==> config.mk <==
export PLATFORM = sky130hd
export DESIGN_NAME = snd_channel2
export DESIGN_NICKNAME = d
export VERILOG_FILES = /design/src/snd_reg_pkg.sv /design/src/snd_timing_pkg.sv /design/src/snd_ch2_reg_if.sv /design/src/snd_ioreg_file.sv /design/src/snd_frame_sequencer.sv /design/src/snd_length_envelope.sv /design/src/snd_square_gen.sv /design/src/snd_channel2.sv
export SDC_FILE = /design/constraint.sdc
export NUM_CORES = 1
export LEC_CHECK = 0
export ABC_AREA = 1
export BUFFER_PORTS_ARGS = -buffer_cell sky130_fd_sc_hd__buf_2
export CORE_MARGIN = 2
export CORE_UTILIZATION = 50
export CTS_CLUSTER_SIZE = 14
export DETAILED_ROUTE_END_ITERATION = 12
export PLACE_DENSITY = 0.68
export SETUP_SLACK_MARGIN = 0.4
export SLEW_MARGIN = 40
export SYNTH_ARGS = -nofsm -noshare
export SYNTH_HDL_FRONTEND = slang
export SYNTH_SLANG_ARGS = --single-unit
==> constraint.sdc <==
create_clock -name I_CLK_33MHZ -period 2.5 [get_ports I_CLK_33MHZ]
set_clock_uncertainty 0.2 [all_clocks]
set_input_delay 0.125 -clock I_CLK_33MHZ [delete_from_list [all_inputs] [get_ports I_CLK_33MHZ]]
set_output_delay 0.125 -clock I_CLK_33MHZ [all_outputs]
set_load 0.01 [all_outputs]
==> src/snd_reg_pkg.sv <==
package snd_reg_pkg;

   typedef logic [15:0] ioreg_addr_t;
   typedef logic [7:0]  ioreg_data_t;

   typedef logic [1:0]  duty_t;
   typedef logic [5:0]  length_t;
   typedef logic [3:0]  volume_t;
   typedef logic [2:0]  env_period_t;
   typedef logic [10:0] freq_t;

   localparam ioreg_addr_t NR21_ADDR = 16'hFF16;  // Duty and length
   localparam ioreg_addr_t NR22_ADDR = 16'hFF17;  // Envelope
   localparam ioreg_addr_t NR23_ADDR = 16'hFF18;  // Freq low byte
   localparam ioreg_addr_t NR24_ADDR = 16'hFF19;  // Trigger, length enable, freq high

   // Bits set here always read back as one
   localparam ioreg_data_t NR21_RD_MASK = 8'h3F;
   localparam ioreg_data_t NR22_RD_MASK = 8'h00;
   localparam ioreg_data_t NR23_RD_MASK = 8'hFF;
   localparam ioreg_data_t NR24_RD_MASK = 8'hBF;
   localparam ioreg_data_t UNMAPPED_RD  = 8'hFF;

endpackage

==> src/snd_timing_pkg.sv <==
package snd_timing_pkg;

   typedef logic [6:0]  length_cnt_t;
   typedef logic [15:0] freq_timer_t;

   // 33 MHz / 512 Hz
   localparam int FRAME_STEP_CYCLES = 64453;
   localparam int FREQ_PRESCALE     = 32;

   localparam length_cnt_t LENGTH_FULL     = 7'd64;
   localparam freq_timer_t FREQ_TIMER_BASE = 16'd2048;

   // Bit n is the output level at duty step n
   localparam logic [3:0][7:0] DUTY_PATTERNS = {
      8'h7E,   // 75%
      8'h87,   // 50%
      8'h81,   // 25%
      8'h01    // 12.5%
   };

endpackage

==> src/snd_ch2_reg_if.sv <==
`timescale 1ns/1ps

interface snd_ch2_reg_if import snd_reg_pkg::*; ();

   duty_t       duty;
   length_t     length_load_val;
   volume_t     init_volume;
   logic        env_increase;
   env_period_t env_period;
   freq_t       freq;
   logic        length_enable;
   logic        dac_enable;

   // One-cycle strobes
   logic        trigger;
   logic        length_load;
   logic        dac_write;

   modport regs (output duty, length_load_val, init_volume, env_increase, env_period,
                 freq, length_enable, dac_enable, trigger, length_load, dac_write);

   modport ctrl (input length_load_val, init_volume, env_increase, env_period,
                 length_enable, dac_enable, trigger, length_load, dac_write);

   modport gen (input duty, freq, trigger);

endinterface

==> src/snd_ioreg_file.sv <==
`timescale 1ns/1ps

module snd_ioreg_file import snd_reg_pkg::*; (
   input  logic        I_CLK_33MHZ,
   input  logic        I_RESET,
   input  ioreg_addr_t ioreg_addr,
   input  ioreg_data_t ioreg_wdata,
   input  logic        ioreg_we,
   input  logic        ioreg_re,
   output ioreg_data_t ioreg_rdata,
   snd_ch2_reg_if.regs regs
);

   ioreg_data_t nr21, nr22, nr23, nr24;
   ioreg_data_t rd_value;

   always_comb begin
      case (ioreg_addr)
         NR21_ADDR: rd_value = nr21 | NR21_RD_MASK;
         NR22_ADDR: rd_value = nr22 | NR22_RD_MASK;
         NR23_ADDR: rd_value = nr23 | NR23_RD_MASK;
         NR24_ADDR: rd_value = nr24 | NR24_RD_MASK;
         default:   rd_value = UNMAPPED_RD;
      endcase
   end

   always_ff @(posedge I_CLK_33MHZ) begin
      if (I_RESET) begin
         nr21             <= '0;
         nr22             <= '0;
         nr23             <= '0;
         nr24             <= '0;
         ioreg_rdata      <= '0;
         regs.trigger     <= 1'b0;
         regs.length_load <= 1'b0;
         regs.dac_write   <= 1'b0;
      end else begin
         regs.trigger     <= 1'b0;
         regs.length_load <= 1'b0;
         regs.dac_write   <= 1'b0;
         if (ioreg_we) begin
            case (ioreg_addr)
               NR21_ADDR: begin
                  nr21             <= ioreg_wdata;
                  regs.length_load <= 1'b1;
               end
               NR22_ADDR: begin
                  nr22           <= ioreg_wdata;
                  regs.dac_write <= 1'b1;
               end
               NR23_ADDR: nr23 <= ioreg_wdata;
               NR24_ADDR: begin
                  nr24         <= ioreg_wdata;
                  regs.trigger <= ioreg_wdata[7];  // Restart bit
               end
               default: ;
            endcase
         end
         if (ioreg_re)
            ioreg_rdata <= rd_value;  // Held until next read
      end
   end

   assign regs.duty            = nr21[7:6];
   assign regs.length_load_val = nr21[5:0];
   assign regs.init_volume     = nr22[7:4];
   assign regs.env_increase    = nr22[3];
   assign regs.env_period      = nr22[2:0];
   assign regs.dac_enable      = |nr22[7:3];  // DAC powered unless vol and dir both zero
   assign regs.freq            = {nr24[2:0], nr23};
   assign regs.length_enable   = nr24[6];

   // A trigger is a single pulse; the bus never restarts the channel back to back
   a_trigger_single: assert property (@(posedge I_CLK_33MHZ) disable iff (I_RESET)
      regs.trigger |=> !regs.trigger);

endmodule

==> src/snd_frame_sequencer.sv <==
`timescale 1ns/1ps

module snd_frame_sequencer import snd_timing_pkg::*; #(
   parameter int frame_step_cycles = FRAME_STEP_CYCLES
) (
   input  logic I_CLK_33MHZ,
   input  logic I_RESET,
   output logic length_tick,
   output logic env_tick
);

   logic [$clog2(frame_step_cycles)-1:0] div_cnt;
   logic [2:0]                           step;

   always_ff @(posedge I_CLK_33MHZ) begin
      if (I_RESET) begin
         div_cnt     <= '0;
         step        <= '0;
         length_tick <= 1'b0;
         env_tick    <= 1'b0;
      end else begin
         length_tick <= 1'b0;
         env_tick    <= 1'b0;
         if (div_cnt == $bits(div_cnt)'(frame_step_cycles - 1)) begin
            div_cnt     <= '0;
            step        <= step + 3'd1;
            length_tick <= ~step[0];        // Steps 0, 2, 4, 6
            env_tick    <= (step == 3'd7);
         end else begin
            div_cnt <= div_cnt + 1'b1;
         end
      end
   end

   a_ticks_exclusive: assert property (@(posedge I_CLK_33MHZ) disable iff (I_RESET)
      !(length_tick && env_tick));

endmodule

==> src/snd_length_envelope.sv <==
`timescale 1ns/1ps

module snd_length_envelope import snd_reg_pkg::*, snd_timing_pkg::*; (
   input  logic        I_CLK_33MHZ,
   input  logic        I_RESET,
   snd_ch2_reg_if.ctrl ctrl,
   input  logic        length_tick,
   input  logic        env_tick,
   output logic        channel_on,
   output volume_t     volume
);

   typedef enum logic {ST_OFF, ST_PLAYING} ch_state_t;

   ch_state_t   state;
   length_cnt_t len_cnt;
   env_period_t env_timer;
   logic        len_step;

   // Length tick that takes effect this cycle
   assign len_step = length_tick && ctrl.length_enable && (len_cnt != '0);

   always_ff @(posedge I_CLK_33MHZ) begin
      if (I_RESET) begin
         state     <= ST_OFF;
         len_cnt   <= '0;
         env_timer <= '0;
         volume    <= '0;
      end else begin
         // Length counter
         if (ctrl.length_load)
            len_cnt <= LENGTH_FULL - length_cnt_t'(ctrl.length_load_val);
         else if (ctrl.trigger) begin
            if (len_cnt == '0)
               len_cnt <= LENGTH_FULL;
         end else if (len_step)
            len_cnt <= len_cnt - 1'b1;

         // Channel enable
         if (ctrl.trigger)
            state <= ctrl.dac_enable ? ST_PLAYING : ST_OFF;
         else if (ctrl.dac_write && !ctrl.dac_enable)
            state <= ST_OFF;
         else if (len_step && len_cnt == length_cnt_t'(1))
            state <= ST_OFF;  // Length expired

         // Envelope
         if (ctrl.trigger) begin
            volume    <= ctrl.init_volume;
            env_timer <= ctrl.env_period;
         end else if (env_tick && ctrl.env_period != '0) begin
            if (env_timer <= env_period_t'(1)) begin
               env_timer <= ctrl.env_period;
               if (ctrl.env_increase && volume != '1)
                  volume <= volume + 1'b1;
               else if (!ctrl.env_increase && volume != '0)
                  volume <= volume - 1'b1;
            end else begin
               env_timer <= env_timer - 1'b1;
            end
         end
      end
   end

   assign channel_on = (state == ST_PLAYING);

   // Period zero freezes the envelope between triggers
   a_env_frozen: assert property (@(posedge I_CLK_33MHZ) disable iff (I_RESET)
      (ctrl.env_period == '0 && !ctrl.trigger) |=> $stable(volume));

endmodule

==> src/snd_square_gen.sv <==
`timescale 1ns/1ps

module snd_square_gen import snd_reg_pkg::*, snd_timing_pkg::*; (
   input  logic       I_CLK_33MHZ,
   input  logic       I_RESET,
   snd_ch2_reg_if.gen gen,
   input  logic       channel_on,
   input  volume_t    volume,
   output volume_t    sample
);

   logic [$clog2(FREQ_PRESCALE)-1:0] prescale_cnt;
   freq_timer_t                      freq_timer;
   freq_timer_t                      timer_reload;
   logic [2:0]                       duty_step;
   logic                             pattern_bit;

   assign timer_reload = FREQ_TIMER_BASE - freq_timer_t'(gen.freq);

   always_ff @(posedge I_CLK_33MHZ) begin
      if (I_RESET) begin
         prescale_cnt <= '0;
         freq_timer   <= '0;
         duty_step    <= '0;
      end else if (gen.trigger) begin
         prescale_cnt <= '0;
         freq_timer   <= timer_reload;
         duty_step    <= '0;
      end else if (prescale_cnt == $bits(prescale_cnt)'(FREQ_PRESCALE - 1)) begin
         prescale_cnt <= '0;
         if (freq_timer <= freq_timer_t'(1)) begin
            freq_timer <= timer_reload;
            duty_step  <= duty_step + 3'd1;
         end else begin
            freq_timer <= freq_timer - 1'b1;
         end
      end else begin
         prescale_cnt <= prescale_cnt + 1'b1;
      end
   end

   assign pattern_bit = DUTY_PATTERNS[gen.duty][duty_step];

   always_ff @(posedge I_CLK_33MHZ) begin
      if (I_RESET)
         sample <= '0;
      else
         sample <= (pattern_bit && channel_on) ? volume : '0;  // Silent when off
   end

endmodule

==> src/snd_channel2.sv <==
`timescale 1ns/1ps

module snd_channel2 import snd_reg_pkg::*, snd_timing_pkg::*; #(
   parameter int frame_step_cycles = FRAME_STEP_CYCLES
) (
   input  logic        I_CLK_33MHZ,
   input  logic        I_RESET,
   input  ioreg_addr_t ioreg_addr,
   input  ioreg_data_t ioreg_wdata,
   input  logic        ioreg_we,
   input  logic        ioreg_re,
   output ioreg_data_t ioreg_rdata,
   output logic        ch2_on,
   output volume_t     ch2_sample
);

   logic    length_tick;
   logic    env_tick;
   volume_t cur_volume;

   snd_ch2_reg_if ch2_regs ();

   snd_ioreg_file u_ioreg_file (
      .I_CLK_33MHZ (I_CLK_33MHZ),
      .I_RESET     (I_RESET),
      .ioreg_addr  (ioreg_addr),
      .ioreg_wdata (ioreg_wdata),
      .ioreg_we    (ioreg_we),
      .ioreg_re    (ioreg_re),
      .ioreg_rdata (ioreg_rdata),
      .regs        (ch2_regs.regs)
   );

   snd_frame_sequencer #(
      .frame_step_cycles (frame_step_cycles)
   ) u_frame_seq (
      .I_CLK_33MHZ (I_CLK_33MHZ),
      .I_RESET     (I_RESET),
      .length_tick (length_tick),
      .env_tick    (env_tick)
   );

   snd_length_envelope u_len_env (
      .I_CLK_33MHZ (I_CLK_33MHZ),
      .I_RESET     (I_RESET),
      .ctrl        (ch2_regs.ctrl),
      .length_tick (length_tick),
      .env_tick    (env_tick),
      .channel_on  (ch2_on),
      .volume      (cur_volume)
   );

   snd_square_gen u_square_gen (
      .I_CLK_33MHZ (I_CLK_33MHZ),
      .I_RESET     (I_RESET),
      .gen         (ch2_regs.gen),
      .channel_on  (ch2_on),
      .volume      (cur_volume),
      .sample      (ch2_sample)
   );

endmodule

### After elaboration in Yosys (flattened, before gate mapping)

Cells that the tools add are included.

| storage, ports and cells | value |
|---|---|
| bits in registers | 106 |
| input port bits | 28 |

| cells by class | value |
|---|---|
| $add $sub $neg | 11 |
| equal/unequal tests | 10 |
| $lt $le $gt $ge | 4 |
| multiplexer cells | 26 |
| reduce and logical (&&, ||, !) cells | 35 |
| bitwise gates (word level) | 5 |

Operator list:

| operator | number |
|---|---|
| equality test 16 bit (second input constant) | 5 |
| 2-to-1 mux 16 bit | 3 |
| 2-to-1 mux 7 bit | 4 |
| one-hot mux 8 bit (3 select lines) | 1 |
| 2-to-1 mux 4 bit | 5 |
| adder 16 x 1 -> 16 bit (second input constant) | 1 |
| binary-select mux 8 bit (select 2 bit) | 1 |
| less-or-equal comparator 16 x 1 -> 1 bit (second input constant) | 1 |
| subtractor 16 x 1 -> 16 bit (second input constant) | 1 |
| subtractor 12 x 11 -> 13 bit (first input constant) | 1 |
| AND reduction 2 bit | 6 |
| nonzero test 3 bit | 4 |
| OR reduction 2 bit | 5 |
| 2-to-1 mux 3 bit | 3 |
| logical AND 1 bit | 8 |
| 2-to-1 mux 8 bit | 1 |
| equality test 7 x 1 -> 1 bit (second input constant) | 1 |
| zero test 7 bit | 1 |
| 2-to-1 mux 1 bit | 7 |
| nonzero test 7 bit | 1 |
| subtractor 7 x 1 -> 7 bit (second input constant) | 1 |
| subtractor 7 x 6 -> 7 bit (first input constant) | 1 |
| adder 3 x 1 -> 3 bit (second input constant) | 2 |
| nonzero test 2 bit | 3 |
| 18 further kinds | 24 |

### Logic depth before layout (Yosys ltp)

| logic depth | value |
|---|---|
| depth in word-level cells | 7 |
| depth in mapped cells | 12 |

### By module

A second synthesis with hierarchy kept.

| unflattened totals | value |
|---|---|
| cells, all modules | 834 |
| area total of the unflattened synthesis | 5,749.3 um^2 |

Modules (own cells, without submodules):

| module | cells an instance | instances | area an instance (um^2) |
|---|---|---|---|
| snd_square_gen | 272 | 1 | 1,796.7 |
| snd_ioreg_file | 225 | 1 | 1,662.8 |
| snd_length_envelope | 195 | 1 | 1,224.9 |
| snd_frame_sequencer | 142 | 1 | 1,064.8 |

### Worst setup path after synthesis

No wires, ideal clock.

| timing | value |
|---|---|
| kind | register to register |
| start | register u_square_gen.prescale_cnt[0] |
| end | register u_square_gen.freq_timer[11] |
| clock period less this slack | 1,833 ps |
| stages on the path, launching flop included | 10 |
| path slack | 667 ps |
| arrival | 1,575 ps |
| setup time | 58 ps |
| cells stage by stage | dfxtp_1 ha_1 nand2_1 nor2_1 ha_1 nor2_2 nor2_1 a21boi_0 nand2_1 nand2_1 |

| on the way | value |
|---|---|
| word-level cells in the longest chain between the ends | 2 |

RTL lines:

| element | line | text |
|---|---|---|
| from (decl) | snd_square_gen.sv:12 | `logic [$clog2(FREQ_PRESCALE)-1:0] prescale_cnt;` |
| from (signal assigned) | snd_square_gen.sv:38 | `prescale_cnt <= prescale_cnt + 1'b1;` |
| equality test 5 bit | snd_square_gen.sv:29 | `end else if (prescale_cnt == $bits(prescale_cnt)'(FREQ_PRESCALE - 1)) begin` |
| nonzero test 2 bit (no line) | -- |  |
| to (signal assigned) | snd_square_gen.sv:27 | `freq_timer <= timer_reload;` |
| to (signal assigned) | snd_square_gen.sv:32 | `freq_timer <= timer_reload;` |
| to (signal assigned) | snd_square_gen.sv:35 | `freq_timer <= freq_timer - 1'b1;` |
| to (decl) | snd_square_gen.sv:13 | `freq_timer_t freq_timer;` |

Every way passes these cells.
A chain may end at the register's enable or synchronous reset.

### Worst setup path after layout

| timing | value |
|---|---|
| start | register u_len_env.volume[0] |
| end | register u_len_env.volume[3] |

| on the way | value |
|---|---|
| word-level cells in the longest chain between the ends | 6 |
| elaborated cells between the ends (all ways) | 13 |
| classes of those cells | add/sub (2); eq/ne (1); mux (5); reduce/logical (5) |

RTL lines:

| element | line | text |
|---|---|---|
| from (decl) | snd_length_envelope.sv:10 | `output volume_t volume` |
| from (signal assigned) | snd_length_envelope.sv:49 | `volume <= ctrl.init_volume;` |
| from (signal assigned) | snd_length_envelope.sv:55 | `volume <= volume + 1'b1;` |
| from (signal assigned) | snd_length_envelope.sv:57 | `volume <= volume - 1'b1;` |
| subtractor 4 x 1 -> 4 bit or inequality test 4 bit (tied branches) | snd_length_envelope.sv:57, snd_length_envelope.sv:54 |  |
| 2-to-1 mux 4 bit or logical AND 1 bit (tied branches) | snd_length_envelope.sv:56, snd_length_envelope.sv:54 |  |
| 2-to-1 mux 4 bit | snd_length_envelope.sv:54 | `if (ctrl.env_increase && volume != '1)` |
| 2-to-1 mux 4 bit | snd_length_envelope.sv:52 | `if (env_timer <= env_period_t'(1)) begin` |
| 2-to-1 mux 4 bit | snd_length_envelope.sv:51 | `end else if (env_tick && ctrl.env_period != '0) begin` |
| 2-to-1 mux 4 bit | snd_length_envelope.sv:48 | `if (ctrl.trigger) begin` |

Several ways; a longest one is shown, not always the timed one. The select of a mux whose other input is x is not followed.

==> results.json <==
{
  "grt_start_max_net_pins": 51,
  "p_comb_share_pct": 5.9,
  "stdcell_area_um2": 6230,
  "antenna_found_initial": 0,
  "clock_latency_ps": 390,
  "path_class": "flop to flop",
  "grt_overflow": 0,
  "routed_via_density": 5.254,
  "first_global_vias": 4947,
  "clkTransAtPathRegs_ps": 110,
  "drv_slew": 0,
  "worst_slew_pin_slew_ps": 447.7,
  "cts_buffers": 9,
  "power_density_nw_per_um2": 447.7,
  "tritoncts": "yes",
  "dpl.cell_count": 977,
  "htreeDepth": 3,
  "fin_crit_ps": 1936,
  "status": "completed",
  "ys_seq_area_share_pct": 37.16,
  "gr-usage-all-layers_pct": 23.94,
  "routed-via-count": 5301,
  "fillers": 1035,
  "ys_seq_elements": 103,
  "max_cap_viol_count": 0,
  "ir_worst_vdd_mv": 0.3849,
  "crit_path_max_fanout": 6,
  "synth_compound_area_share_pct": 12.36,
  "max_freq_ghz": 0.5165,
  "dp_hpwl_mm": 9.942,
  "synth_mux_area_share_pct": 0,
  "finalNonFillerCells": 1009,
  "synthToLayoutAreaGrowth_pct": 12.27,
  "synth_nets": 861,
  "p_sw_share_pct": 25.04,
  "nNetsFinal": 913,
  "drt_iter0_markers": 428,
  "layout_commonest_cell": "nand2_1",
  "crit_required_ps": 2570,
  "ant_nets": 0,
  "drc": 0,
  "clock_sink_count": 103,
  "ios": 41,
  "power.switching_w": 0.0006984,
  "maxSlewHeadroom_pct": 70.06,
  "rsz0062_at_grt": "no",
  "yosysWarnings": 0,
  "layout-drive-gt1-share_pct": 11.16,
  "critPathLaunchType": "flop",
  "seq_power_share_pct": 59.8,
  "die_y_um": 109.3,
  "clockRootBuffer": "clkbuf_8",
  "leakage_nw": 2.873,
  "die_w_um": 109.3,
  "port_buffers": 40,
  "wl_per_cell_um": 13.25,
  "yosys.area_share.xor_xnor_pct": 2.368,
  "final.setup.tns_ps": 0,
  "place.gp.congestion": 0.8932,
  "synthAdderAreaFrac_pct": 4.870,
  "drt_wl_total_mm": 13.37,
  "worstHoldPathType": "input port to flop",
  "syn_avg_cell_area_um2": 6.834,
  "fp-row-count": 38,
  "hold_viol": 0,
  "final_cell_mix": "nand2_1 (170), inv_1 (105), dfxtp_1 (103)",
  "n_antenna_cell": 0,
  "setup_viol": 0,
  "yosysUniqueCellTypes": 40,
  "floorplan.die_area_um2": 11960,
  "yosys.area_share.simple_pct": 33.73,
  "min_period_over_period_pct": 77.45,
  "final_core_util_pct": 57.47,
  "syn_inst": 812,
  "synth_top_family_by_area": "simple AND/OR/NAND/NOR gates",
  "grt_pass1_wl_mm": 22.70,
  "clock_power_share_pct": 34.3,
  "cts_buffer_depth": 2,
  "placed_cell_area_um2": 5856,
  "worstPathArrival_ps": 2010,
  "crit_path_end_kind": "flop",
  "start_util_pct": 51.19,
  "core_um2": 10840,
  "first_pass_iters": 7,
  "internal_power_w": 0.002091,
  "syn-cell-area_um2": 5549
}
==> power groups by stage <==
stage / logic, W / clock network, W / registers [W]
2_1_floorplan: 0.0000727 / 0 / 0.00171
3_3_place_gp: 0.000137 / 0 / 0.00171
3_5_place_dp: 0.000141 / 0 / 0.00171
4_1_cts: 0.000158 / 0.000996 / 0.00167
5_1_grt: 0.000183 / 0.00106 / 0.00167
6_report: 0.000165 / 0.000956 / 0.00167
==> worst max-delay path: stages, from the launching register on <==
cell and delay [ps]:
dfxtp_1 460, nand2_1 90, inv_1 60, nand2_1 60, nand2_1 140, ha_1 310, nand3_1 110, nand3_1 90
nand3_1 100, nand3_1 80, nand2_1 80, a21oi_1 50
==> synthesized netlist by cell type <==
cell	n	area, µm²
nand2_1	170	638.1
inv_1	106	397.9
nor2_1	104	390.4
dfxtp_1	103	2062
nand3_1	77	385.4
o21ai_0	64	320.3
a21oi_1	47	235.2
nand4_1	23	143.9
ha_1	20	250.2
xor2_1	10	87.58
nor3_1	8	40.04
o211ai_1	8	60.06
clkbuf_1	7	26.28
buf_2	5	25.02
nor2_2	5	31.28
xnor2_1	5	43.79
buf_4	4	30.03
nor4_1	4	25.02
o21ai_1	4	20.02
buf_6	3	33.78
inv_2	3	11.26
nand2_2	3	18.77
nand3_2	3	30.03
nor3_2	3	30.03
o22ai_1	3	18.77
or2_2	3	18.77
a21oi_2	2	17.52
nor2_4	2	22.52
or2_0	2	12.51
a21boi_0	1	7.510
a31oi_1	1	6.260
buf_1	1	3.750
fa_1	1	20.02
nand2_4	1	11.26
nand3_4	1	17.52
nand3b_1	1	7.510
nor3_4	1	16.27
nor3b_1	1	7.510
nor3b_2	1	12.51
nor4_2	1	12.51
==> registers in the layout, indices dropped and copies added, names as in the netlist, 3 cells and up <==
| register | cells |
|---|---|
| u_frame_seq.div_cnt | 16 |
| u_ioreg_file.nr21 | 8 |
| u_ioreg_file.ioreg_rdata | 8 |
| u_ioreg_file.nr24 | 4 |
| u_len_env.len_cnt | 7 |
| u_square_gen.sample | 4 |
| u_frame_seq.step | 3 |
| u_square_gen.freq_timer | 16 |
| u_square_gen.prescale_cnt | 5 |
| u_len_env.volume | 4 |
| u_square_gen.duty_step | 3 |
| u_len_env.env_timer | 3 |
| u_ioreg_file.nr23 | 8 |
| u_ioreg_file.nr22 | 8 |
==> routing by layer <==
| layer | wire length, µm | share of wire, % | vias to the layer above | track usage (%) |
|---|---|---|---|---|
| met3 | 661 | 4.9 | 26 | 5.809 |
| li1 | - | - | 2744 | - |
| met4 | 275 | 2.1 | 0 | 7.957 |
| met5 | 0 | 0 | - | 0 |
| met1 | 6131 | 46 | 2393 | 30.59 |
| met2 | 6300 | 47 | 138 | 39.64 |
==> cell type report <==
class                           instances  area (µm²)  area share (%)
Multi-Input combinational cell        580        3000           48.16
Sequential cell                       103        2062           33.10
Timing Repair Buffer                   61       411.6           6.608
Inverter                              109       409.1           6.568
Tap cell                              140       175.2           2.812
Clock buffer                           10       127.6           2.049
Clock inverter                          6       43.79          0.7030
==> kinds of logic (layout without fill, tap and decap cells) <==
kind of cell / count (synthesis) / after routing
AOI/OAI and AO/OA: 130 / 130
xor gates and xnor gates: 15 / 15
adders and majority gates: 21 / 21
buffers and inverters: 129 / 186
DFF: 103 / 103
and+or+nand+nor: 414 / 414
==> final timing paths <==
kind                                              startpoint                      endpoint  slack (ps)  cells after the start
worst max-delay path                     u_len_env.volume[0]           u_len_env.volume[3]         560                     11
worst max register to register           u_len_env.volume[0]           u_len_env.volume[3]         560                     11
worst min-delay path                           ioreg_addr[3]          u_ioreg_file.nr23[7]          50                      5
worst min register to register  u_square_gen.prescale_cnt[0]  u_square_gen.prescale_cnt[0]         260                      1
==> timing repair <==
item | in CTS | in global routing
pin swaps | 0 | 4
resized for setup | 1 | 11
hold endpoints to repair | 42 | 0
cloned | 0 | 0
buffers inserted | 0 | 1
setup endpoints to repair | 1 | 19
hold buffers | 16 | 0
==> metrics by stage <==
step	power, W	hold slack, ps	worst slack (ps)
2_1_floorplan	0.001782	51.58	667.3
3_3_place_gp	0.001843	209.6	396.1
3_5_place_dp	0.001848	206.3	333.7
4_1_cts	0.002823	20.93	421.0
5_1_grt	0.002913	77.56	407.6
6_report	0.002789	45.81	563.8
No activity file was read; power rests on OpenSTA's default activity.
